[src/design/nes_loader_pkg.sv]
//////////////////////////////
// nes loader shared types
// address, byte, flag word and loader state
//////////////////////////////

package nes_loader_pkg;

  // cartridge memory is byte addressed, 4 MB
  localparam int ROM_ADDR_W = 22;

  typedef logic [ROM_ADDR_W-1:0] rom_addr_t;
  typedef logic [7:0]            rom_byte_t;

  // log2 of bank count, 0 means one bank or none
  typedef logic [2:0] size_code_t;

  // flag word handed to the mapper logic
  typedef struct packed {
    logic [15:0] zero;          // unused upper half
    logic        has_chr_ram;   // no chr rom in image
    logic        vertical;      // mirroring, byte 6 bit 0
    size_code_t  chr_size;
    size_code_t  prg_size;
    rom_byte_t   mapper;        // upper nibbles of bytes 7 and 6
  } mapper_flags_t;

  typedef enum logic [1:0] {
    ST_HEADER,   // collecting the 16 header bytes
    ST_PRG,      // writing prg rom from address 0
    ST_CHR,      // writing chr rom from chr base
    ST_FAIL      // bad header, wait for download low
  } loader_state_t;

  // bank sizes, 16 KB prg and 8 KB chr
  localparam int PRG_UNIT_W = 14;
  localparam int CHR_UNIT_W = 13;

  // chr region sits in the upper half of memory
  localparam int CHR_BASE_BIT = 21;

  localparam int INES_HDR_BYTES = 16;

  // "NES" followed by msdos eof
  localparam logic [31:0] INES_MAGIC = 32'h4E45_531A;

endpackage

[src/design/game_loader.sv]
//////////////////////////////
// game loader
// parses ines header, sequences prg and chr writes
//////////////////////////////

`timescale 1ns/1ps

module game_loader (
  input  logic                          clk,
  input  logic                          reset,
  input  logic                          download,
  input  nes_loader_pkg::rom_byte_t     in_byte,
  input  logic                          in_strobe,
  output nes_loader_pkg::rom_addr_t     wr_addr,
  output nes_loader_pkg::rom_byte_t     wr_byte,
  output logic                          wr_strobe,
  output nes_loader_pkg::mapper_flags_t mapper_flags,
  output logic                          done,
  output logic                          error
);
  import nes_loader_pkg::*;

  localparam int HDR_CNT_W = $clog2(INES_HDR_BYTES);
  localparam logic [HDR_CNT_W-1:0] HDR_LAST = HDR_CNT_W'(INES_HDR_BYTES - 1);
  localparam rom_addr_t CHR_BASE = rom_addr_t'(1) << CHR_BASE_BIT;

  loader_state_t        state;
  logic [HDR_CNT_W-1:0] hdr_cnt;     // next header byte index
  rom_byte_t            ines [INES_HDR_BYTES];
  rom_addr_t            bytes_left;  // payload bytes still due in this region
  rom_addr_t            cur_addr;
  logic                 clear;
  logic                 hdr_last;
  logic                 hdr_ok;
  logic                 in_payload;
  rom_byte_t            prg_count;
  rom_byte_t            chr_count;

  // bank count to log2 code, >64 saturates at 7
  function automatic size_code_t size_code(input rom_byte_t count);
    size_code_t code;
    int         i;
    code = 3'd7;
    for (i = 6; i >= 0; i--) begin
      if (count <= rom_byte_t'(1 << i))
        code = size_code_t'(i);  // smallest fitting power wins
    end
    return code;
  endfunction

  // download low behaves like reset
  assign clear = reset | ~download;

  assign prg_count = ines[4];
  assign chr_count = ines[5];

  assign hdr_last = (hdr_cnt == HDR_LAST);

  // magic ok, no trainer (bit 2), no four-screen (bit 3)
  assign hdr_ok = ({ines[0], ines[1], ines[2], ines[3]} == INES_MAGIC) &&
                  !ines[6][2] && !ines[6][3];

  assign in_payload = ((state == ST_PRG) || (state == ST_CHR)) && (bytes_left != '0);

  // write port straight from the byte stream
  assign wr_addr   = cur_addr;
  assign wr_byte   = in_byte;
  assign wr_strobe = in_strobe & in_payload;

  assign error = (state == ST_FAIL);

  assign mapper_flags = '{
    zero:        '0,
    has_chr_ram: (chr_count == '0),
    vertical:    ines[6][0],
    chr_size:    size_code(chr_count),
    prg_size:    size_code(prg_count),
    mapper:      {ines[7][7:4], ines[6][7:4]}
  };

  // header byte store, no reset needed
  always_ff @(posedge clk) begin
    if (!clear && (state == ST_HEADER) && in_strobe)
      ines[hdr_cnt] <= in_byte;
  end

  always_ff @(posedge clk) begin
    if (clear) begin
      state      <= ST_HEADER;
      hdr_cnt    <= '0;
      bytes_left <= '0;
      cur_addr   <= '0;  // prg starts at 0
      done       <= 1'b0;
    end else begin
      case (state)
        ST_HEADER: begin
          if (in_strobe) begin
            hdr_cnt <= hdr_cnt + 1'b1;
            if (hdr_last) begin
              // bytes 4 and 6 already stored by now
              state      <= hdr_ok ? ST_PRG : ST_FAIL;
              bytes_left <= rom_addr_t'(prg_count) << PRG_UNIT_W;
            end
          end
        end
        ST_PRG, ST_CHR: begin
          if (bytes_left != '0) begin
            if (in_strobe) begin
              bytes_left <= bytes_left - 1'b1;
              cur_addr   <= cur_addr + 1'b1;
            end
          end else if (state == ST_PRG) begin
            // prg finished, switch region
            state      <= ST_CHR;
            cur_addr   <= CHR_BASE;
            bytes_left <= rom_addr_t'(chr_count) << CHR_UNIT_W;
          end else begin
            done <= 1'b1;  // held until download drops
          end
        end
        default: begin
          // fail holds until clear
        end
      endcase
    end
  end

endmodule

[config.mk]
export PLATFORM = sky130hd
export DESIGN_NAME = game_loader
export DESIGN_NICKNAME = d
export VERILOG_FILES = /design/src/design/nes_loader_pkg.sv /design/src/design/game_loader.sv
export SDC_FILE = /design/constraint.sdc
export NUM_CORES = 1
export LEC_CHECK = 0
export BUFFER_PORTS_ARGS = -buffer_cell sky130_fd_sc_hd__buf_4
export CAP_MARGIN = 25
export CORE_MARGIN = 5
export CORE_UTILIZATION = 41
export DETAILED_ROUTE_END_ITERATION = 10
export PLACE_DENSITY = 0.59
export RECOVER_POWER = 25
export REMOVE_ABC_BUFFERS = 1
export SLEW_MARGIN = 5
export SYNTH_ARGS = -nofsm -noshare
export SYNTH_HDL_FRONTEND = slang
export SYNTH_SLANG_ARGS = --single-unit
[constraint.sdc]
create_clock -name clk -period 4.1 [get_ports clk]
set_clock_uncertainty 0.2 [all_clocks]
set_input_delay 0.205 -clock clk [delete_from_list [all_inputs] [get_ports clk]]
set_output_delay 0.205 -clock clk [all_outputs]
set_load 0.03 [all_outputs]
# After elaboration in Yosys (flattened, before gate mapping)
# Memories as Yosys holds them, arrays and structs flattened.
# Cells that the tools add are included.
# op_classes
n_reduce_logical	20
mux	31
n_div	0
bitwise_logic	5
n_eq_ne	12
mul	0
magnitude_cmp	14
n_shift	0
n_addsub	3
# op_table
operator	n
$mux W22	8
$pmux W22 S2	1
$eq A32 B31 Y1 const B	1
$mux W3	10
$add A22 B1 Y22 const B	1
$reduce_bool A22 Y1	1
$sub A22 B1 Y22 const B	1
$le A8 B1 Y1 const B	2
$le A8 B2 Y1 const B	2
$le A8 B3 Y1 const B	2
$le A8 B4 Y1 const B	2
$le A8 B5 Y1 const B	2
$le A8 B6 Y1 const B	2
$le A8 B7 Y1 const B	2
$mux W2	7
$ne A2 B2 Y1 const B	5
$reduce_and A5 Y1	2
$logic_not A8 Y1	1
$ne A3 B3 Y1 const B	2
$reduce_and A3 Y1	2
$logic_and A1 B1 Y1	5
$add A4 B1 Y4 const B	1
$eq A2 B2 Y1 const B	2
$eq A4 B4 Y1 const B	1
12 further kinds	20
# word_totals
ff_bits	51
mem_bits_ro	0
latch_bits	0
out_inout_bits	65
memories	1
mem_bits_rw	128
input_bits	12
# mem_list
memory	words	width	read_ports	rd_ports_with_merged_regs	wr	line_no	rtl
ines	16	8	8	0	1	game_loader.sv:29	rom_byte_t ines [INES_HDR_BYTES];

# Depth between registers and ports, before layout
# Gate-level depths: netlist of the first run.
# An unclocked memory read counts as a cell.
# logic_depth
depth_word	9
mapped_depth	10
ltp_nobuf	8

# Worst setup path after synthesis of the first run
# No wires, ideal clock.
# synth_path
path_kind	register -> register
from	register bytes_left[0]
to	register cur_addr[16], in the netlist wr_addr[16]
path_stages_with_launch	10
setup_ps	117
slack_ps	1467
arrival_ps	2316
required_ps	3783
path_cell_list	dfxtp_1 > inv_1 > ha_1 > nor3b_1 > and3_1 > nand3_2 > buf_6 > a2111oi_0 > xnor2_1 > nor2_1
# synth_via
elab_chain_len	3
# synth_rtl
element	line_no	rtl
start, declared	game_loader.sv:30	rom_addr_t bytes_left;
start signal, assigned	game_loader.sv:102	bytes_left <= rom_addr_t'(prg_count) << PRG_UNIT_W;
start signal, assigned	game_loader.sv:109	bytes_left <= bytes_left - 1'b1;
start signal, assigned	game_loader.sv:116	bytes_left <= rom_addr_t'(chr_count) << CHR_UNIT_W;
$reduce_bool A22 Y1 (*)	game_loader.sv:107	if (bytes_left != '0) begin
$ne A2 B2 Y1 (no line) / $reduce_bool A2 Y1 (equally long branches)	-	
$reduce_and A3 Y1 (no line)	-	
end signal, assigned	game_loader.sv:110	cur_addr <= cur_addr + 1'b1;
end, declared	game_loader.sv:31	rom_addr_t cur_addr;
# Mark *: on every way between the ends. The rest lies on a longest branch, timed or not.
# A chain may end at the register's enable or synchronous reset.

# Final worst setup path of the first run
# layout_path
from	register bytes_left[3]
to	register bytes_left[16]
# layout_via
elab_chain_len	4
# layout_rtl
element	line_no	rtl
$sub A22 B1 Y22	game_loader.sv:109	
$mux W22	game_loader.sv:108	if (in_strobe) begin
$mux W22	game_loader.sv:107	
$pmux W22 S2	game_loader.sv:95	case (state)
# Parallel ways exist; a longest one is shown, timed or not. The select of a mux whose other input is x is not followed.

==> run_results.csv, run 1 <==
group,metric,value,unit
synth,synthFlopType,"edfxtp_1",
power,p_seq_frac,0.561,
setup_path,critPathMaxStageDelay,0.72,ns
synth,yosys.area_share.simple,0.1808,
route,dr.first_iter.drc_count,340,
worst_hold_path,holdCritPathClass,"input port to flop",
floorplan,rows,42,
synth,postSynthAreaPerCell,10.45,um^2
placed_design,portBuffers,60,
synth,synth_edf_count,59,
grt,grt_pass1_vias,4052,
cells_and_area,nNetsFinal,591,
setup_path,critical_path_depth,6,
floorplan,die_y,125.5,um
setup_path,cp_cell_sequence,"or4_4, or4_1, o21ai_4, nand2_2, a311oi_1, a211oi_1",
sta,finalMaxSlewViolations,0,
grt,grt_pass1_wl,20.64,mm
route,ant_nets,0,
synth,synth_top_family_by_area,"simple AND/OR/NAND/NOR gates",
sta,rsz0062_at_grt,"false",
synth,syn_inst,524,
clock_network,htree_levels,3,
placed_design,placed_area,5869,um^2
setup_path,crit_family,"simple AND/OR/NAND/NOR gates",
clock_network,clock-root-buffer,"clkbuf_16",
cells_and_area,drive_above_1_share,0.1568,
setup_path,crit_path_top_delay_cell,"or4_1",
floorplan,ios,77,
route,wl,12.60,mm
sta,min_period,3.239,ns
clock_network,hold_buffers,8,
cells_and_area,utilization,0.4705,
synth,synthMuxAreaShare,0.01303,
clock_network,cts_tree,"built",
floorplan,die_w,125.5,um
cells_and_area,antenna_cells,0,
power,power.internal,1615,uW
route,wl_per_cell,16.79,um
sta,slew_headroom,0.3776,
setup_path,worst-path-max-fanout,20,
floorplan,die_area,15760,um^2
sta,tightest_slew,0.9294,ns
setup_path,critical_path_class,"flop to flop",
run,drv_cap,0,
power,p_leak,0.002151,uW
synth,syn-cell-area,5474,um^2
route,num_vias,4147,
setup_path,crit_start,"bytes_left[3]$_SDFFE_PP0P_",
placed_design,dpl.hpwl,8.861,mm
synth,ys_warn_count,0,
floorplan,core,13190,um^2
synth,ys_ff_latch,110,
synth,yosys.area_share.xor_xnor,0.03520,
floorplan,start_util,0.4150,
power,switching_share,0.2216,
power,clockPowerShare,0.401,
synth,ys_seq_area_frac,0.5102,
sta,hold_violations,0,
synth,synth_compound_area_frac,0.1618,
setup_path,start_kind,"flop",
clock_network,clk_latency,0.35,ns
cells_and_area,final_common_cell,"edfxtp_1",
grt,overflow,0,
setup_path,worst_r2r_endpoint,"bytes_left[16]$_SDFFE_PP0P_",
cells_and_area,final_cell_mix,"59 x edfxtp_1, 55 x buf_4, 51 x dfxtp_1",
power,p_comb_frac,0.038,
grt,grt_max_degree,33,
sta,finalSetupViolations,0,
setup_path,ff2ff_setup_slack,0.86,ns
route,via_per_inst,5.529,
synth,synthArstFlopShare,0,
placed_design,gp_congestion,0.7989,
power,p_sw,459.5,uW
power,powerDensity,334.2,nW/um^2
sta,finalSetupTns,0,ns
status,status,"complete, no violations",
clock_network,cts_made_buffers,9,
clock_network,clkTransAtPathRegs,0.07,ns
sta,fmax,308.8,MHz
clock_network,cts_setup_buffers,0,
synth,synthAdderAreaFrac,0.02286,
setup_path,crit_end,"bytes_left[16]$_SDFFE_PP0P_",
sta,post-route-period-util,0.7899,
clock_network,post_cts_resized,0,
route,dr.pass1.iters,5,
grt,track_usage,0.1600,
setup_path,rr_startpoint,"bytes_left[3]$_SDFFE_PP0P_",
cells_and_area,area_growth_syn_to_layout,13.37,%
grt,antenna_found_initial,0,
route,drc_errors,0,
power,ir_drop,0.2752,mV
setup_path,r2r_cells,6,
cells_and_area,design_area,6206,um^2
setup_path,worstPathRequired,4.10,ns
setup_path,arrival,3.23,ns
setup_path,crit_buf_inv,0,
setup_path,end_kind,"flop",
synth,synthDistinctLibCells,68,
clock_network,clkSinkCount,110,
clock_network,cts_buffer_depth,2,
power groups by stage:
stage                     Sequential [uW]  Clock [uW]  Combinational (uW)
after floorplan                      1190           0                32.1
after global placement               1190           0                75.3
after detailed placement             1190           0                76.2
after CTS                            1160         858                82.6
after global routing                 1160         903                83.5
final                                1160         833                78.0
synth_stat cells, types with 7 or more instances:
cell | number | area [um^2]
nand4_1 | 10 | 62.56
a2111oi_0 | 7 | 61.31
buf_4 | 30 | 225.2
a31oi_1 | 10 | 62.56
inv_1 | 15 | 56.30
nor2_1 | 41 | 153.9
nand3_1 | 25 | 125.1
o211ai_1 | 10 | 75.07
a211oi_1 | 12 | 90.09
nor4_1 | 7 | 43.79
dfxtp_1 | 51 | 1021
clkbuf_1 | 10 | 37.54
o21ai_0 | 19 | 95.09
edfxtp_1 | 59 | 1772
xnor2_1 | 20 | 175.2
nand2_1 | 28 | 105.1
nor3_1 | 20 | 100.1
ha_1 | 10 | 125.1
nand2b_1 | 8 | 50.05
or3_1 | 8 | 50.05
and2_1 | 9 | 56.30
a21oi_1 | 24 | 120.1
per-stage QoR:
stage / hold slack (ns) / cells / setup WS (ns) / power, uW
finish: 0.01663 / 750 / 0.8615 / 2074
global route: 0.01414 / 750 / 0.7300 / 2150
CTS: 0.006190 / 749 / 0.8984 / 2103
detailed placement: 0.2742 / 725 / 0.9094 / 1265
global placement: 0.2624 / 725 / 0.9846 / 1263
floorplan: 0.1039 / 486 / 1.006 / 1220
kinds of logic after synthesis:
logic type               Yosys count
flip-flops                       110
adder cells (fa/ha/maj)           10
buffers and inverters             68
XOR/XNOR                          22
AND/OR/NAND/NOR                  183
AO/OA/AOI/OAI                    123
multiplexers                       7
other                              1
per-layer routing:
layer / wire length [um] / part of all wire / global-route usage
met4: 128 / 0.010 / 0.04337
met5: 0 / 0 / 0
met3: 782 / 0.062 / 0.04350
met2: 5965 / 0.47 / 0.2580
met1: 5719 / 0.45 / 0.2130
final cells by class:
class	instances	area [um^2]
Sequential cell	110	2793
Timing Repair Buffer	72	528.0
Fill cell	1223	6984
Clock buffer	11	242.7
Multi-Input combinational cell	361	2327
Tap cell	176	220.2
Clock inverter	5	38.79
Inverter	15	56.30
tightest hold or removal path: stages:
cell	delay, ns
buf_4	0.16
nand3_1	0.09
a21oi_1	0.05
sequential cells by signal (all words and copies together), names as in the netlist:
signal      flops
ines           59
state           2
wr_addr        22
bytes_left     22
hdr_cnt         4
done            1
how the worst min path moves through the flow:
stage / from / end / slack, ns / cells after the start
final: in_strobe / hdr_cnt[1]$_SDFFE_PP0P_ / 0.02 / 3
after global placement: bytes_left[21]$_SDFFE_PP0P_ / bytes_left[21]$_SDFFE_PP0P_ / 0.26 / 2
after global routing: in_strobe / hdr_cnt[1]$_SDFFE_PP0P_ / 0.01 / 3
after detailed placement: bytes_left[21]$_SDFFE_PP0P_ / bytes_left[21]$_SDFFE_PP0P_ / 0.27 / 2
after floorplan: in_byte[0] / ines[0][0]$_DFFE_PP_ / 0.10 / 0
after CTS: in_strobe / hdr_cnt[1]$_SDFFE_PP0P_ / 0.006 / 3
Power figures use the tool's default switching activity.
==> run 2, diff against run 1 <==
clock period = 3 ns   (was 4.1 ns; I/O delays follow)
==> run 2 against run 1 <==
Global-route usage increased by 0.30 points. Flip-flop and latch count unchanged. Via count increased by 1.4%. Core utilization increased by 1.3 points. Routed wire length increased by 1.1%. Sequential share of layout area decreased by 1.1 points. Worst setup slack got worse by 0.75 ns. Sequential power increased by 37%. Power increased by 40%. Register-to-register slack got worse by 0.68 ns. Largest power group unchanged. Highest routed layer unchanged.
==> run_results.csv, run 2 (synthesis gave the netlist of run 1 again) <==
group,metric,value,unit
status,status,"complete, no violations",
sta,slew_headroom,0.4986,
floorplan,start_util,0.4150,
power,p_comb_frac,0.038,
power,report.power.total,2896,uW
route,via_per_inst,5.474,
setup_path,arrival,2.54,ns
grt,overflow,0,
cells_and_area,area_growth_syn_to_layout,16.41,%
route,dr.pass1.iters,6,
power,power.internal,2208,uW
cells_and_area,final_common_cell,"buf_4",
clock_network,clkSinkCount,110,
setup_path,ff2ff_setup_slack,0.18,ns
cells_and_area,final_cell_mix,"72 x buf_4, 59 x edfxtp_1, 48 x dfxtp_1",
run,drv_cap,0,
route,wl_per_cell,16.59,um
cells_and_area,n_fill_cell,1240,
cells_and_area,fin_cells,768,
placed_design,dp.cells,741,
sta,finalSetupTns,0,ns
grt,antenna_found_initial,0,
sta,finalMaxSlewViolations,0,
power,p_seq_frac,0.549,
clock_network,clock-root-buffer,"clkbuf_16",
grt,grt_pass1_wl,21.05,mm
clock_network,htree_levels,3,
setup_path,rr_startpoint,"bytes_left[13]$_SDFFE_PP0P_",
setup_path,r2r_cells,8,
grt,grt_max_degree,34,
sta,finalSetupViolations,0,
power,p_sw,687.9,uW
sta,fmax,346.3,MHz
setup_path,worst-path-max-fanout,9,
cells_and_area,regMostFlops,"ines",
placed_design,gp_congestion,0.8425,
grt,track_usage,0.1630,
power,clockPowerShare,0.413,
setup_path,start_kind,"flop",
cells_and_area,nNetsFinal,609,
floorplan,ios,77,
power,switching_share,0.2375,
route,dr.first_iter.drc_count,249,
clock_network,cts_tree,"built",
setup_path,end_kind,"output port",
worst_hold_path,worstHoldStart,"reset",
setup_path,worst_r2r_endpoint,"wr_addr[9]$_SDFFE_PP0P_",
sta,min_period,2.888,ns
cells_and_area,drive_above_1_share,0.1892,
route,drc_errors,0,
cells_and_area,largest_register_ffs,59,
clock_network,cts_made_buffers,9,
worst_hold_path,hold-path-endpoint,"wr_addr[0]$_SDFFE_PP0P_",
placed_design,dpl.hpwl,9.010,mm
power,powerDensity,454.5,nW/um^2
sta,post-route-period-util,0.9626,
setup_path,worstPathRequired,2.65,ns
floorplan,die_w,125.5,um
clock_network,cts_buffer_depth,2,
sta,hold_violations,0,
worst_hold_path,worstHoldPathCells,4,
sta,tightest_slew,0.7452,ns
clock_network,clk_latency,0.35,ns
floorplan,die_area,15760,um^2
floorplan,core,13190,um^2
floorplan,die_y,125.5,um
cells_and_area,antenna_cells,0,
route,ant_nets,0,
setup_path,critical_path_class,"flop to output port",
floorplan,rows,42,
clock_network,clkTransAtPathRegs,0.08,ns
placed_design,portBuffers,60,
power,p_leak,0.002248,uW
route,wl,12.74,mm
worst_hold_path,holdCritPathClass,"input port to flop",
grt,grt_pass1_vias,4046,
route,num_vias,4204,
power,ir_drop,0.2595,mV
==> run 2: cell types whose count changed in the layout (fill, tap and decap cells not counted), moves of 3 or more <==
cell / previous run / this run
buf_4: 55 / 72
inv_8: 0 / 4
dfxtp_1: 51 / 48
dfxtp_2: 0 / 3
==> run 2: metrics by stage <==
stage / util / hold WS, ns / cell area (um^2) / setup slack (ns)
after floorplan: - / 0.04887 / 5174 / -0.09406
after global placement: 0.4539 / 0.2124 / 5987 / 0.2075
after detailed placement: 0.4539 / 0.2184 / 5987 / 0.1806
after CTS: 0.4832 / 0.07464 / 6374 / 0.02483
after global routing: 0.4831 / 0.1121 / 6372 / -0.0001705
final: 0.4831 / 0.08329 / 6372 / 0.1122
==> run 2: worst max-delay path, stage by stage (launching register included) <==
cell      delay [ns]
dfxtp_1         0.35
or4_4           0.57
or4_4           0.53
buf_6           0.17
o211ai_1        0.20
buf_4           0.15
inv_1           0.06
buf_4           0.17
==> run 2: how the worst max path moves through the flow <==
stage | endpoint | depth (start not counted) | startpoint
after floorplan | bytes_left[12]$_SDFFE_PP0P_ | 6 | state[0]$_SDFFE_PP0P_
after global placement | wr_addr[10]$_SDFFE_PP0P_ | 7 | bytes_left[3]$_SDFFE_PP0P_
after detailed placement | wr_addr[17]$_SDFFE_PP0P_ | 8 | bytes_left[0]$_SDFFE_PP0P_
after CTS | wr_strobe | 7 | bytes_left[3]$_SDFFE_PP0P_
after global routing | wr_strobe | 7 | bytes_left[13]$_SDFFE_PP0P_
final | wr_strobe | 7 | bytes_left[13]$_SDFFE_PP0P_
==> run 2: area by class of cell <==
| type | count | area [um^2] | share of cell area |
|---|---|---|---|
| clock inverter | 7 | 67.56 | 0.01060 |
| timing repair buffer | 90 | 671.9 | 0.1054 |
| sequential | 110 | 2796 | 0.4388 |
| tap | 176 | 220.2 | 0.03456 |
| clock buffer | 9 | 225.2 | 0.03534 |
| multi-input combinational | 361 | 2335 | 0.3664 |
| inverter | 15 | 56.30 | 0.008836 |
==> run 2: layer usage <==
| metal | global-route usage | wire, um | up-vias |
|---|---|---|---|
| met5 | 0 | 0 | - |
| met4 | 0.05740 | 166 | 0 |
| met3 | 0.03412 | 841 | 12 |
| met2 | 0.2552 | 5902 | 124 |
| met1 | 0.2242 | 5827 | 2018 |
| li1 | - | - | 2050 |
==> run 2: repair_timing <==
action	4_1_cts	5_1_grt
pin swaps	0	3
setup buffers	0	2
cloned	0	0
hold buffers	9	0
setup endpoints to repair	1	5
endpoints found under the hold margin	61	0
gates resized for setup	1	6
==> run 2: power by group through the flow <==
stage	Sequential, uW	Combinational, uW	Clock, uW
3_5_place_dp	1620	107	0
2_1_floorplan	1620	43.8	0
4_1_cts	1590	117	1230
6_report	1590	111	1200
5_1_grt	1590	120	1290
3_3_place_gp	1620	106	0
