`src/design/nes_loader_pkg.sv`:
```
//////////////////////////////
// nes loader shared types
// address, byte, flag word and loader state
//////////////////////////////

package nes_loader_pkg;

  // cartridge memory is byte addressed, 4 MB
  localparam int ROM_ADDR_W = 22;

  typedef logic [ROM_ADDR_W-1:0] rom_addr_t;
  typedef logic [7:0]            rom_byte_t;

  // log2 of bank count, 0 means one bank or none
  typedef logic [2:0] size_code_t;

  // flag word handed to the mapper logic
  typedef struct packed {
    logic [15:0] zero;          // unused upper half
    logic        has_chr_ram;   // no chr rom in image
    logic        vertical;      // mirroring, byte 6 bit 0
    size_code_t  chr_size;
    size_code_t  prg_size;
    rom_byte_t   mapper;        // upper nibbles of bytes 7 and 6
  } mapper_flags_t;

  typedef enum logic [1:0] {
    ST_HEADER,   // collecting the 16 header bytes
    ST_PRG,      // writing prg rom from address 0
    ST_CHR,      // writing chr rom from chr base
    ST_FAIL      // bad header, wait for download low
  } loader_state_t;

  // bank sizes, 16 KB prg and 8 KB chr
  localparam int PRG_UNIT_W = 14;
  localparam int CHR_UNIT_W = 13;

  // chr region sits in the upper half of memory
  localparam int CHR_BASE_BIT = 21;

  localparam int INES_HDR_BYTES = 16;

  // "NES" followed by msdos eof
  localparam logic [31:0] INES_MAGIC = 32'h4E45_531A;

endpackage

```
`src/design/loader_write_slot.sv`:
```
//////////////////////////////
// loader write slot stage
// holds a write until the memory slot comes round
//////////////////////////////

`timescale 1ns/1ps

module loader_write_slot #(
  parameter int SLOT_PERIOD = 4
) (
  input  logic                      clk,
  input  logic                      reset,
  input  nes_loader_pkg::rom_addr_t wr_addr,
  input  nes_loader_pkg::rom_byte_t wr_byte,
  input  logic                      wr_strobe,
  output nes_loader_pkg::rom_addr_t mem_addr,
  output nes_loader_pkg::rom_byte_t mem_byte,
  output logic                      mem_wr_en
);

  localparam int CNT_W = (SLOT_PERIOD > 1) ? $clog2(SLOT_PERIOD) : 1;
  localparam logic [CNT_W-1:0] SLOT_LAST = CNT_W'(SLOT_PERIOD - 1);

  logic [CNT_W-1:0] slot_cnt;  // free running, like the console clock enable
  logic             slot_hit;
  logic             pending;   // a captured write waits for its slot

  assign slot_hit = (slot_cnt == SLOT_LAST);

  // one cycle issue, data from the pending registers
  assign mem_wr_en = pending & slot_hit;

  always_ff @(posedge clk) begin
    if (reset) begin
      slot_cnt <= '0;
    end else if (slot_hit) begin
      slot_cnt <= '0;
    end else begin
      slot_cnt <= slot_cnt + 1'b1;
    end
  end

  // new strobe wins over the slot clearing the flag
  always_ff @(posedge clk) begin
    if (reset)
      pending <= 1'b0;
    else if (wr_strobe)
      pending <= 1'b1;
    else if (slot_hit)
      pending <= 1'b0;  // issued this cycle
  end

  // latest write replaces an older one, no back-pressure
  always_ff @(posedge clk) begin
    if (wr_strobe) begin
      mem_addr <= wr_addr;
      mem_byte <= wr_byte;
    end
  end

endmodule

```
`config.mk`:
```
export PLATFORM = sky130hd
export DESIGN_NAME = loader_write_slot
export DESIGN_NICKNAME = d
export VERILOG_FILES = /design/src/design/nes_loader_pkg.sv /design/src/design/loader_write_slot.sv
export SDC_FILE = /design/constraint.sdc
export NUM_CORES = 1
export LEC_CHECK = 0
export ABC_AREA = 1
export BUFFER_PORTS_ARGS = -buffer_cell sky130_fd_sc_hd__clkbuf_2
export CAP_MARGIN = 30
export CORE_MARGIN = 4
export CORE_UTILIZATION = 30
export DETAILED_ROUTE_END_ITERATION = 10
export HOLD_SLACK_MARGIN = 0.15
export PLACE_DENSITY = 0.57
export REMOVE_ABC_BUFFERS = 1
export SYNTH_ARGS = -nofsm -noshare
export SYNTH_HDL_FRONTEND = slang
export SYNTH_SLANG_ARGS = --single-unit
```
`constraint.sdc`:
```
create_clock -name clk -period 2.2 [get_ports clk]
set_input_delay 0.44 -clock clk [delete_from_list [all_inputs] [get_ports clk]]
set_output_delay 0.44 -clock clk [all_outputs]
set_load 0.005 [all_outputs]
```
### Word level (Yosys, flattened, before mapping)

Index checks and enable logic that the tools add are counted.

| storage, ports and cells | value |
|---|---|
| flip-flop bits (word level) | 33 |
| input port bits | 33 |

| cells by class | value |
|---|---|
| add/sub/neg operators | 1 |
| eq/ne operators | 1 |
| multiplexer cells | 2 |
| bitwise logic cells | 1 |
| reduce and logical (&&, ||, !) cells | 2 |

Operator list:

| operator | number |
|---|---|
| 2-bit by 1-bit adder with 2-bit output, second input constant | 1 |
| 2-bit == test, second input constant | 1 |
| 1-bit 2-to-1 mux | 2 |
| 2-bit nonzero test | 1 |
| 2-bit OR reduction | 1 |
| 1-bit bitwise AND | 1 |

### Depth between registers and ports, before layout

Gate-level depths: netlist (run 1).

| logic depth | value |
|---|---|
| word-level depth | 3 |
| mapped depth | 4 |
| depth with buffers taken out | 4 |

### Least setup slack after synthesis (run 1)

OpenSTA, ideal clock, no wires.

| path | value |
|---|---|
| path type | flip-flop to output port |
| start | register slot_cnt[0] |
| end | output mem_wr_en |
| data arrival time | 0.598 ns |
| data required time | 1.760 ns |
| setup slack | 1.162 ns |
| cell stages (with the launch flop) | 4 |
| path buffers | 0 |
| cell sequence | dfxtp_1 ha_1 nand2_1 inv_1 |

| between the ends | value |
|---|---|
| longest elaborated chain between the ends | 2 |

RTL lines:

| item | line | source |
|---|---|---|
| start: declaration | loader_write_slot.sv:24 | `logic [CNT_W-1:0] slot_cnt;` |
| start signal: assignment | loader_write_slot.sv:39 | `slot_cnt <= slot_cnt + 1'b1;` |
| 2-bit == test | loader_write_slot.sv:28 | `assign slot_hit = (slot_cnt == SLOT_LAST);` |
| 1-bit bitwise AND | loader_write_slot.sv:31 | `assign mem_wr_en = pending & slot_hit;` |
| end: declaration | loader_write_slot.sv:18 | `output logic mem_wr_en` |

No other way between the ends.

### Worst setup path after layout (run 1)

Ends and elaborated chain as after synthesis.

==> flow_metrics.py, run 1 <==
metrics = {
    "critical_path": {
        "required_ns": 1.76,
        "cp-start-kind": "register",
        "cpPeakStageDelay_ns": 0.33,
        "cpMaxStageDelayCell": "dfxtp_1",
        "crit_type": "register to primary output",
        "endpoint_kind": "primary output",
        "arrival_ns": 1.05,
        "cp_max_fo": 2,
        "cp_cell_sequence": "ha_1 -> nand2_1 -> inv_1 -> clkbuf_2",
    },
    "logic_synthesis": {
        "ys_seq_elements": 33,
        "yosysTopAreaCellShare_pct": 88.6,
        "synth_top_cells_by_count": "30 x edfxtp_1, 4 x inv_1, 4 x nand2_1",
        "synth_edf_count": 30,
        "synth_area_leaders": "edfxtp_1 89%, dfxtp_1 5.9%, inv_1 1.5%",
        "syn_avg_cell_area_sq_um": 22.6,
        "yosysTopAreaCell": "edfxtp_1",
        "yosysMostFrequentCell": "edfxtp_1",
        "synth_cells": 45,
        "synth.cell_area_sq_um": 1020,
        "synth_cell_types": 7,
        "yosysSeqAreaShare_pct": 94.5,
        "ys_warn_count": 0,
        "synthFlopType": "edfxtp_1",
        "synth-async-reset-ratio_pct": 0,
    },
    "sta": {
        "finalHoldViolCount": 0,
        "period_needed_ns": 1.49,
        "finalSetupViolations": 0,
        "tns_ns": 0,
        "fin_worst_skew_ns": 0.0000546,
        "clock.fmax_mhz": 670,
        "maxSlewHeadroom_pct": 50.7,
        "grt_setup_unrepaired": "no",
        "worst_pin_slew_ns": 0.740,
        "finalMaxSlewViolations": 0,
        "hold-worst-slack_ns": 0.291,
        "finalCritPeriodShare_pct": 67.8,
    },
    "run_status": {
        "status": "complete, no violations",
    },
    "clock_tree": {
        "cts_setup_buffers": 0,
        "cts.sinks": 33,
        "cts_root_buffer": "clkbuf_4",
        "numCtsBuffers": 5,
        "post_cts_resized": 0,
        "ctsHoldBuffers": 0,
        "htree_num_levels": 2,
        "clk_pin_slew_ns": 0.09,
        "clk_latency_ns": 0.31,
        "clockBufferDepth": 2,
        "cts_tree": "done",
    },
    "final_layout": {
        "diodes": 0,
        "drive_gt1_share_pct": 59.5,
        "nNetsFinal": 149,
        "area_delta_synth_final_pct": 41.2,
        "final_util_pct": 45.6,
        "stdcell_area_sq_um": 1440,
    },
    "floorplanning": {
        "num_rows": 20,
        "die_h_um": 66.2,
        "fp.dieW_um": 66.2,
        "die_area_sq_um": 4390,
        "start_util_pct": 32.3,
        "core_area_sq_um": 3150,
        "ioPinCount": 64,
    },
    "drt": {
        "vias": 623,
        "drtAntennaViolNets": 0,
        "first_pass_iters": 4,
        "wl_per_cell_um": 11.8,
        "avgViaCountPerCell": 3.89,
        "drtIter0Drc": 26,
        "drc": 0,
        "wl_mm": 1.88,
    },
    "placed_design": {
        "io_buffers": 63,
        "hpwl_mm": 1.38,
        "place.gp.congestion": 0.543,
        "placed_cell_area_sq_um": 1390,
    },
    "grt": {
        "grt-ovfl-total": 0,
        "grt_pass1_vias": 580,
        "grt_max_degree": 32,
        "grt_usage_pct": 8.70,
        "grt_antenna_before_repair": 0,
        "grt_pass1_wl_mm": 2.55,
    },
    "worst_hold_path": {
        "hp-class": "primary input to register",
    },
    "power": {
        "leakagePower_nw": 0.657,
        "vdd_drop_max_v": 0.000233,
        "finalPower_mw": 1.16,
        "power.density_nw_per_um2": 805,
    },
    "run": {
        "drv_cap": 0,
    },
}
[where the power goes]
| part | switching (mW) | internal [mW] |
|---|---|---|
| Combinational | 0.0451 | 0.0521 |
| Sequential | 0.0134 | 0.740 |
| Clock | 0.178 | 0.127 |
[critical path: cells and delay by family (launching register included)]
| kind | cells | cell delay, ns |
|---|---|---|
| simple gates | 1 | 0.07 |
| flops | 1 | 0.33 |
| fa+ha+maj | 1 | 0.22 |
| buf+inv | 2 | 0.13 |
[logic make-up after synthesis]
logic type | count (synthesis) | synth area share [%]
DFF | 33 | 94.5
and+or+nand+nor | 7 | 2.83
buffers and inverters | 4 | 1.48
adders and majority gates | 1 | 1.23
[path summary, 6_finish.rpt]
kind                                              from  cells after the start                      to  slack (ns)
worst max-delay path            slot_cnt[0]$_SDFF_PP0_                      4               mem_wr_en        0.71
worst min-delay path                        wr_addr[9]                      1   mem_addr[9]$_DFFE_PP_        0.29
worst max register to register  slot_cnt[0]$_SDFF_PP0_                      4  slot_cnt[0]$_SDFF_PP0_        1.34
worst min register to register  slot_cnt[0]$_SDFF_PP0_                      1  slot_cnt[0]$_SDFF_PP0_        0.43
[cells in the final DEF, fill, tap and decap left out]
| master | count |
|---|---|
| nor2_1 | 2 |
| dfxtp_1 | 3 |
| inv_1 | 4 |
| ha_1 | 1 |
| nand2_1 | 4 |
| nor2_2 | 1 |
| clkbuf_2 | 63 |
| edfxtp_1 | 30 |
| clkbuf_1 | 3 |
| clkbuf_4 | 5 |
[per-layer routing]
layer  part of all wire (%)  track usage [%]  vias up
met3                     19             7.14        4
met2                     41             12.3       51
met1                     39             8.35      266
met5                      0                0        -
li1                       -                -      302
met4                    2.0             6.09        0
[stage by stage]
stage / std cells / setup WS, ns
after floorplan: 45 / 1.16
after global placement: 152 / 0.811
after detailed placement: 152 / 0.782
after CTS: 160 / 0.673
after global routing: 160 / 0.628
final: 160 / 0.707
[registers in the layout, indices dropped and copies added, names as in the netlist]
register  count
mem_addr     22
mem_byte      8
slot_cnt      2
pending       1
[cell type report]
type / count / area (sq um)
sequential: 33 / 961
clock buffer: 8 / 48.8
inverter: 4 / 15.0
timing repair buffer: 63 / 315
tap: 44 / 55.1
multi-input combinational: 8 / 41.3
fill: 312 / 1720
No activity file was read; power rests on OpenSTA's default activity.
==> run 2, diff against run 1 <==
ABC_AREA = 0   (was 1)
clock period = 1.5 ns   (was 2.2 ns; I/O delays follow)
==> run 2 against run 1 <==
Die area fell by 0.44%. Clock skew barely moved. Setup slack got worse by 0.64 ns. Sequential cell count did not move. Total power rose by 68%. Critical path type unchanged. Critical endpoint unchanged. Largest cell class unchanged.
==> flow_metrics.py, run 2 <==
metrics = {
    "clock_tree": {
        "htree_num_levels": 2,
        "cts_tree": "done",
        "clk_pin_slew_ns": 0.10,
        "clockBufferDepth": 2,
        "clk_latency_ns": 0.32,
        "numCtsBuffers": 5,
        "cts.sinks": 33,
        "cts_root_buffer": "clkbuf_4",
    },
    "logic_synthesis": {
        "synth_edf_count": 30,
        "synthFlopType": "edfxtp_1",
        "synth_cell_types": 9,
        "synth_cells": 40,
        "yosysTopAreaCellShare_pct": 89.0,
        "synth_area_leaders": "edfxtp_1 89%, dfxtp_1 5.9%, ha_1 1.2%",
        "yosysMostFrequentCell": "edfxtp_1",
        "synth.cell_area_sq_um": 1010,
        "synth_top_cells_by_count": "30 x edfxtp_1, 3 x dfxtp_1",
        "synth-async-reset-ratio_pct": 0,
        "ys_warn_count": 0,
        "yosysTopAreaCell": "edfxtp_1",
        "syn_avg_cell_area_sq_um": 25.3,
        "yosysSeqAreaShare_pct": 94.9,
        "ys_seq_elements": 33,
    },
    "drt": {
        "avgViaCountPerCell": 3.98,
        "vias": 745,
        "drtIter0Drc": 25,
        "wl_mm": 2.31,
        "drtAntennaViolNets": 0,
        "wl_per_cell_um": 12.3,
        "drc": 0,
        "first_pass_iters": 4,
    },
    "critical_path": {
        "required_ns": 1.20,
        "endpoint_kind": "primary output",
        "cpPeakStageDelay_ns": 0.33,
        "r2r_end": "pending$_SDFFE_PP0P_",
        "rrSetupSlack_ns": 0.63,
        "cp-start-kind": "register",
        "crit_type": "register to primary output",
        "crit_end": "mem_wr_en",
        "cp_cell_sequence": "ha_2 -> and2_2 -> clkbuf_2",
        "crit_start": "slot_cnt[0]$_SDFF_PP0_",
        "regToRegStartpoint": "slot_cnt[0]$_SDFF_PP0_",
        "cpMaxStageDelayCell": "dfxtp_1",
        "arrival_ns": 1.13,
        "reg2regPathDepth": 3,
        "cp_max_fo": 4,
    },
    "floorplanning": {
        "die_h_um": 66.1,
        "num_rows": 20,
        "fp.dieW_um": 66.1,
        "die_area_sq_um": 4370,
        "core_area_sq_um": 3130,
        "ioPinCount": 64,
        "start_util_pct": 32.4,
    },
    "final_layout": {
        "diodes": 0,
        "nNetsFinal": 176,
        "reg_top3": "mem_addr (22), mem_byte (8), slot_cnt (2)",
        "largest_register_ffs": 22,
        "max_flop_register": "mem_addr",
        "area_delta_synth_final_pct": 76.9,
        "final_cells": 187,
        "nFillCells": 241,
        "mostFrequentLayoutCells": "63 x clkbuf_2, 31 x dlygate4sd3_1, 30 x edfxtp_1",
        "layout_commonest_cell": "clkbuf_2",
        "stdcell_area_sq_um": 1790,
        "drive_gt1_share_pct": 51.0,
    },
    "grt": {
        "grt-ovfl-total": 0,
        "grt_pass1_vias": 750,
        "grt_max_degree": 32,
        "grt_pass1_wl_mm": 3.50,
        "grt_usage_pct": 11.5,
        "grt_antenna_before_repair": 0,
    },
    "placed_design": {
        "io_buffers": 63,
        "place.gp.congestion": 0.600,
        "placed_cells": 148,
        "placed_cell_area_sq_um": 1400,
    },
    "sta": {
        "tns_ns": 0,
        "finalCritPeriodShare_pct": 95.3,
        "finalSetupViolations": 0,
        "grt_setup_unrepaired": "no",
        "finalHoldViolCount": 0,
        "maxSlewHeadroom_pct": 89.2,
        "fin_worst_skew_ns": 0.000249,
        "period_needed_ns": 1.43,
        "clock.fmax_mhz": 700,
        "worst_pin_slew_ns": 0.160,
        "finalMaxSlewViolations": 0,
    },
    "power": {
        "leakagePower_nw": 0.783,
        "vdd_drop_max_v": 0.000653,
        "seqPwrFrac_pct": 57.0,
        "power.density_nw_per_um2": 1080,
        "p_switching_uw": 370,
        "combPwrFrac_pct": 11.1,
        "swShare_pct": 19.1,
        "p_int_mw": 1.57,
        "power_frac_clock_pct": 31.9,
    },
    "run_status": {
        "status": "complete, no violations",
    },
    "run": {
        "drv_cap": 0,
    },
    "worst_hold_path": {
        "min_from": "wr_strobe",
        "hp-class": "primary input to register",
    },
}
-- run 2: cell count changes in the layout (fill, tap and decap cells not counted), sizes merged --
| cell | delta |
|---|---|
| and2 | +1 |
| bufinv | +1 |
| nor3b | +1 |
| clkinv | +1 |
| buf | +1 |
| inv | -3 |
| nor3 | +1 |
| clkbuf | -2 |
| dlygate4sd3 | +31 |
| a21oi | +1 |
| nand2b | +1 |
| nand2 | -4 |
| nor2 | -3 |
-- run 2: worst min-delay path by stage --
| stage | endpoint | slack (ns) | depth (start not counted) |
|---|---|---|---|
| finish | pending$_SDFFE_PP0P_ | 0.40 | 4 |
| global route | pending$_SDFFE_PP0P_ | 0.40 | 4 |
| CTS | pending$_SDFFE_PP0P_ | 0.39 | 4 |
| detailed placement | slot_cnt[0]$_SDFF_PP0_ | 0.42 | 1 |
| global placement | slot_cnt[0]$_SDFF_PP0_ | 0.40 | 1 |
| floorplan | pending$_SDFFE_PP0P_ | 0.36 | 1 |
-- run 2: logic make-up (layout without fill, tap and decap cells) --
logic type / after synthesis / count (layout) / share of synthesized area [%]
simple gates: 4 / 4 / 2.60
flops: 33 / 33 / 94.9
compound gates: 1 / 1 / 0.865
buf+inv: 1 / 104 / 0.370
fa+ha+maj: 1 / 1 / 1.24
-- run 2: repair_timing --
| action | 4_1_cts | 5_1_grt |
|---|---|---|
| resized for setup | 0 | 1 |
| setup endpoints to repair | 0 | 1 |
| endpoints found under the hold margin | 31 | 0 |
| setup buffers | 0 | 0 |
| hold buffers | 31 | 0 |
-- run 2: power by group through the flow --
stage,sequential [mW],clock (mW),combinational (mW)
floorplan,1.13,0,0.0132
global placement,1.12,0,0.150
detailed placement,1.12,0,0.153
CTS,1.10,0.648,0.217
global route,1.11,0.682,0.239
finish,1.10,0.618,0.214
-- run 2: layer usage --
layer / global-route usage, % / wire length, um / part of all wire [%] / vias to the layer above
met5: 0 / 0 / 0 / -
met4: 6.09 / 36 / 1.6 / 0
met3: 5.95 / 274 / 12 / 5
met2: 19.1 / 1120 / 49 / 47
met1: 11.5 / 876 / 38 / 333
li1: - / - / - / 360
-- run 2: layout make-up --
type | count | area (sq um) | share of cell area [%]
Sequential cell | 33 | 961 | 53.7
Timing Repair Buffer | 95 | 646 | 36.1
Tap cell | 44 | 55.1 | 3.07
Multi-Input combinational cell | 6 | 50.0 | 2.80
Clock buffer | 6 | 41.3 | 2.31
Clock inverter | 2 | 33.8 | 1.89
Inverter | 1 | 3.75 | 0.210
-- run 2: worst max-delay path: cells and delay by family, from the launching register on --
family	cells	cell delay (ns)
adder cells (fa/ha/maj)	1	0.19
buffers and inverters	1	0.10
flip-flops	1	0.33
AND/OR/NAND/NOR	1	0.18
-- run 2: per-stage QoR --
step	worst slack (ns)	hold slack [ns]	power, mW	utilization [%]
finish	0.0707	0.401	1.94	57.2
detailed placement	0.391	0.418	1.28	44.8
CTS	0.0110	0.393	1.97	57.2
global route	0.0168	0.396	2.03	57.2
global placement	0.402	0.405	1.27	44.8
floorplan	0.504	0.362	1.15	-
==> run 3, diff against run 2 <==
PLACE_DENSITY = not set   (was 0.57)
PLACE_DENSITY_LB_ADDON = 0.3   (was not set)
==> run 3 against run 2 <==
Final area down 0.56%. Clock-buffer cell count up 2. Critical path depth unchanged. Sequential power is essentially flat. First-iteration DRC count is 28% lower. Via count is 0.67% higher. Largest cell class unchanged.
==> flow_metrics.py, run 3 (synthesized netlist as in run 2, its figures left out) <==
metrics = {
    "sta": {
        "period_needed_ns": 1.42,
        "finalHoldViolCount": 0,
        "timing.final.ws_setup_ns": 0.0774,
        "finalSetupViolations": 0,
        "tns_ns": 0,
        "finalMaxSlewViolations": 0,
        "finalCritPeriodShare_pct": 94.8,
        "grt_setup_unrepaired": "no",
        "clock.fmax_mhz": 703,
        "maxSlewHeadroom_pct": 83.5,
        "fin_worst_skew_ns": 0.000237,
        "worst_pin_slew_ns": 0.248,
    },
    "placed_design": {
        "place.gp.congestion": 0.603,
        "io_buffers": 63,
        "place_ws_ns": 0.379,
    },
    "final_layout": {
        "area_delta_synth_final_pct": 75.9,
        "mostFrequentLayoutCells": "63 x clkbuf_2, 31 x dlygate4sd3_1, 30 x edfxtp_1",
        "diodes": 0,
        "final_util_pct": 56.9,
        "nFillCells": 262,
        "largest_register_ffs": 22,
        "layout_commonest_cell": "clkbuf_2",
        "drive_gt1_share_pct": 52.1,
        "max_flop_register": "mem_addr",
        "reg_top3": "mem_addr (22), mem_byte (8), slot_cnt (2)",
        "nNetsFinal": 177,
    },
    "drt": {
        "vias": 750,
        "wl_mm": 2.31,
        "first_pass_iters": 4,
        "met1_length_um": 800,
        "drtIter0Drc": 18,
        "wl_per_cell_um": 12.3,
        "routed.top_layer": "met3",
        "dr_wl_met3_um": 244,
        "drtAntennaViolNets": 0,
        "drc": 0,
        "routed-wl-met2_mm": 1.26,
        "avgViaCountPerCell": 3.99,
    },
    "worst_hold_path": {
        "hp-class": "primary input to register",
    },
    "grt": {
        "grt_max_degree": 21,
        "grt_pass1_wl_mm": 3.71,
        "grt_pass1_vias": 806,
        "grt_antenna_before_repair": 0,
        "grt-ovfl-total": 0,
        "grt_usage_pct": 11.9,
    },
    "power": {
        "vdd_drop_max_v": 0.000569,
        "leakagePower_nw": 0.777,
        "power.density_nw_per_um2": 1030,
    },
    "critical_path": {
        "cp-start-kind": "register",
        "endpoint_kind": "primary output",
        "crit_type": "register to primary output",
        "required_ns": 1.20,
        "cp_max_fo": 4,
        "arrival_ns": 1.12,
    },
    "floorplanning": {
        "fp.dieW_um": 66.1,
        "ioPinCount": 64,
        "start_util_pct": 32.4,
        "core_area_sq_um": 3130,
        "die_h_um": 66.1,
        "die_area_sq_um": 4370,
        "num_rows": 20,
    },
    "clock_tree": {
        "numCtsBuffers": 5,
        "clk_latency_ns": 0.32,
        "cts_setup_buffers": 0,
        "clk_pin_slew_ns": 0.09,
        "cts.sinks": 33,
        "clockBufferDepth": 2,
        "cts_root_buffer": "clkbuf_4",
        "cts_tree": "done",
        "htree_num_levels": 2,
    },
    "run_status": {
        "status": "complete, no violations",
    },
    "run": {
        "drv_cap": 0,
    },
}
run 3: what timing repair did:
item | CTS | global route
hold buffers | 31 | 0
hold endpoints to repair | 31 | 0
gates cloned | 0 | 0
endpoints found under the setup margin | 1 | 1
gates resized for setup | 1 | 2
run 3: path summary, 6_finish.rpt:
| check | slack (ns) | from | cells past startpoint | to |
|---|---|---|---|---|
| setup / recovery | 0.08 | slot_cnt[0]$_SDFF_PP0_ | 3 | mem_wr_en |
| setup reg to reg | 0.64 | slot_cnt[0]$_SDFF_PP0_ | 3 | pending$_SDFFE_PP0P_ |
| hold / removal | 0.39 | wr_strobe | 2 | mem_addr[18]$_DFFE_PP_ |
| hold reg to reg | 0.44 | slot_cnt[0]$_SDFF_PP0_ | 1 | slot_cnt[0]$_SDFF_PP0_ |
run 3: layout make-up:
type,count,area [sq um],share of cell area (%)
Multi-Input combinational cell,6,60.1,3.37
Sequential cell,33,962,54.0
Inverter,1,3.75,0.211
Tap cell,44,55.1,3.09
Timing Repair Buffer,96,641,36.0
Clock buffer,8,58.8,3.30
run 3: worst max-delay path: stages (launching register included):
cell      delay, ns
dfxtp_2        0.35
ha_4           0.16
and2_2         0.18
clkbuf_2       0.11
run 3: metrics by stage:
stage	std cells	total power [mW]	area [sq um]	hold WS [ns]
4_1_cts	188	1.85	1770	0.380
6_report	188	1.83	1780	0.391
3_5_place_dp	149	1.28	1400	0.416
2_1_floorplan	40	1.15	1010	0.362
3_3_place_gp	149	1.27	1400	0.405
5_1_grt	188	1.94	1780	0.397
run 3: routing by layer:
metal  vias up  GRT usage [%]
met1       350           10.8
met2        37           22.4
met5         -              0
met4         0           3.81
met3         0           6.29
li1        363              -
run 3: report_power, final:
part	total (mW)	internal [mW]	switching, mW
Clock	0.503	0.231	0.272
Combinational	0.217	0.138	0.0792
Sequential	1.11	1.08	0.0236
Total	1.83	1.45	0.375
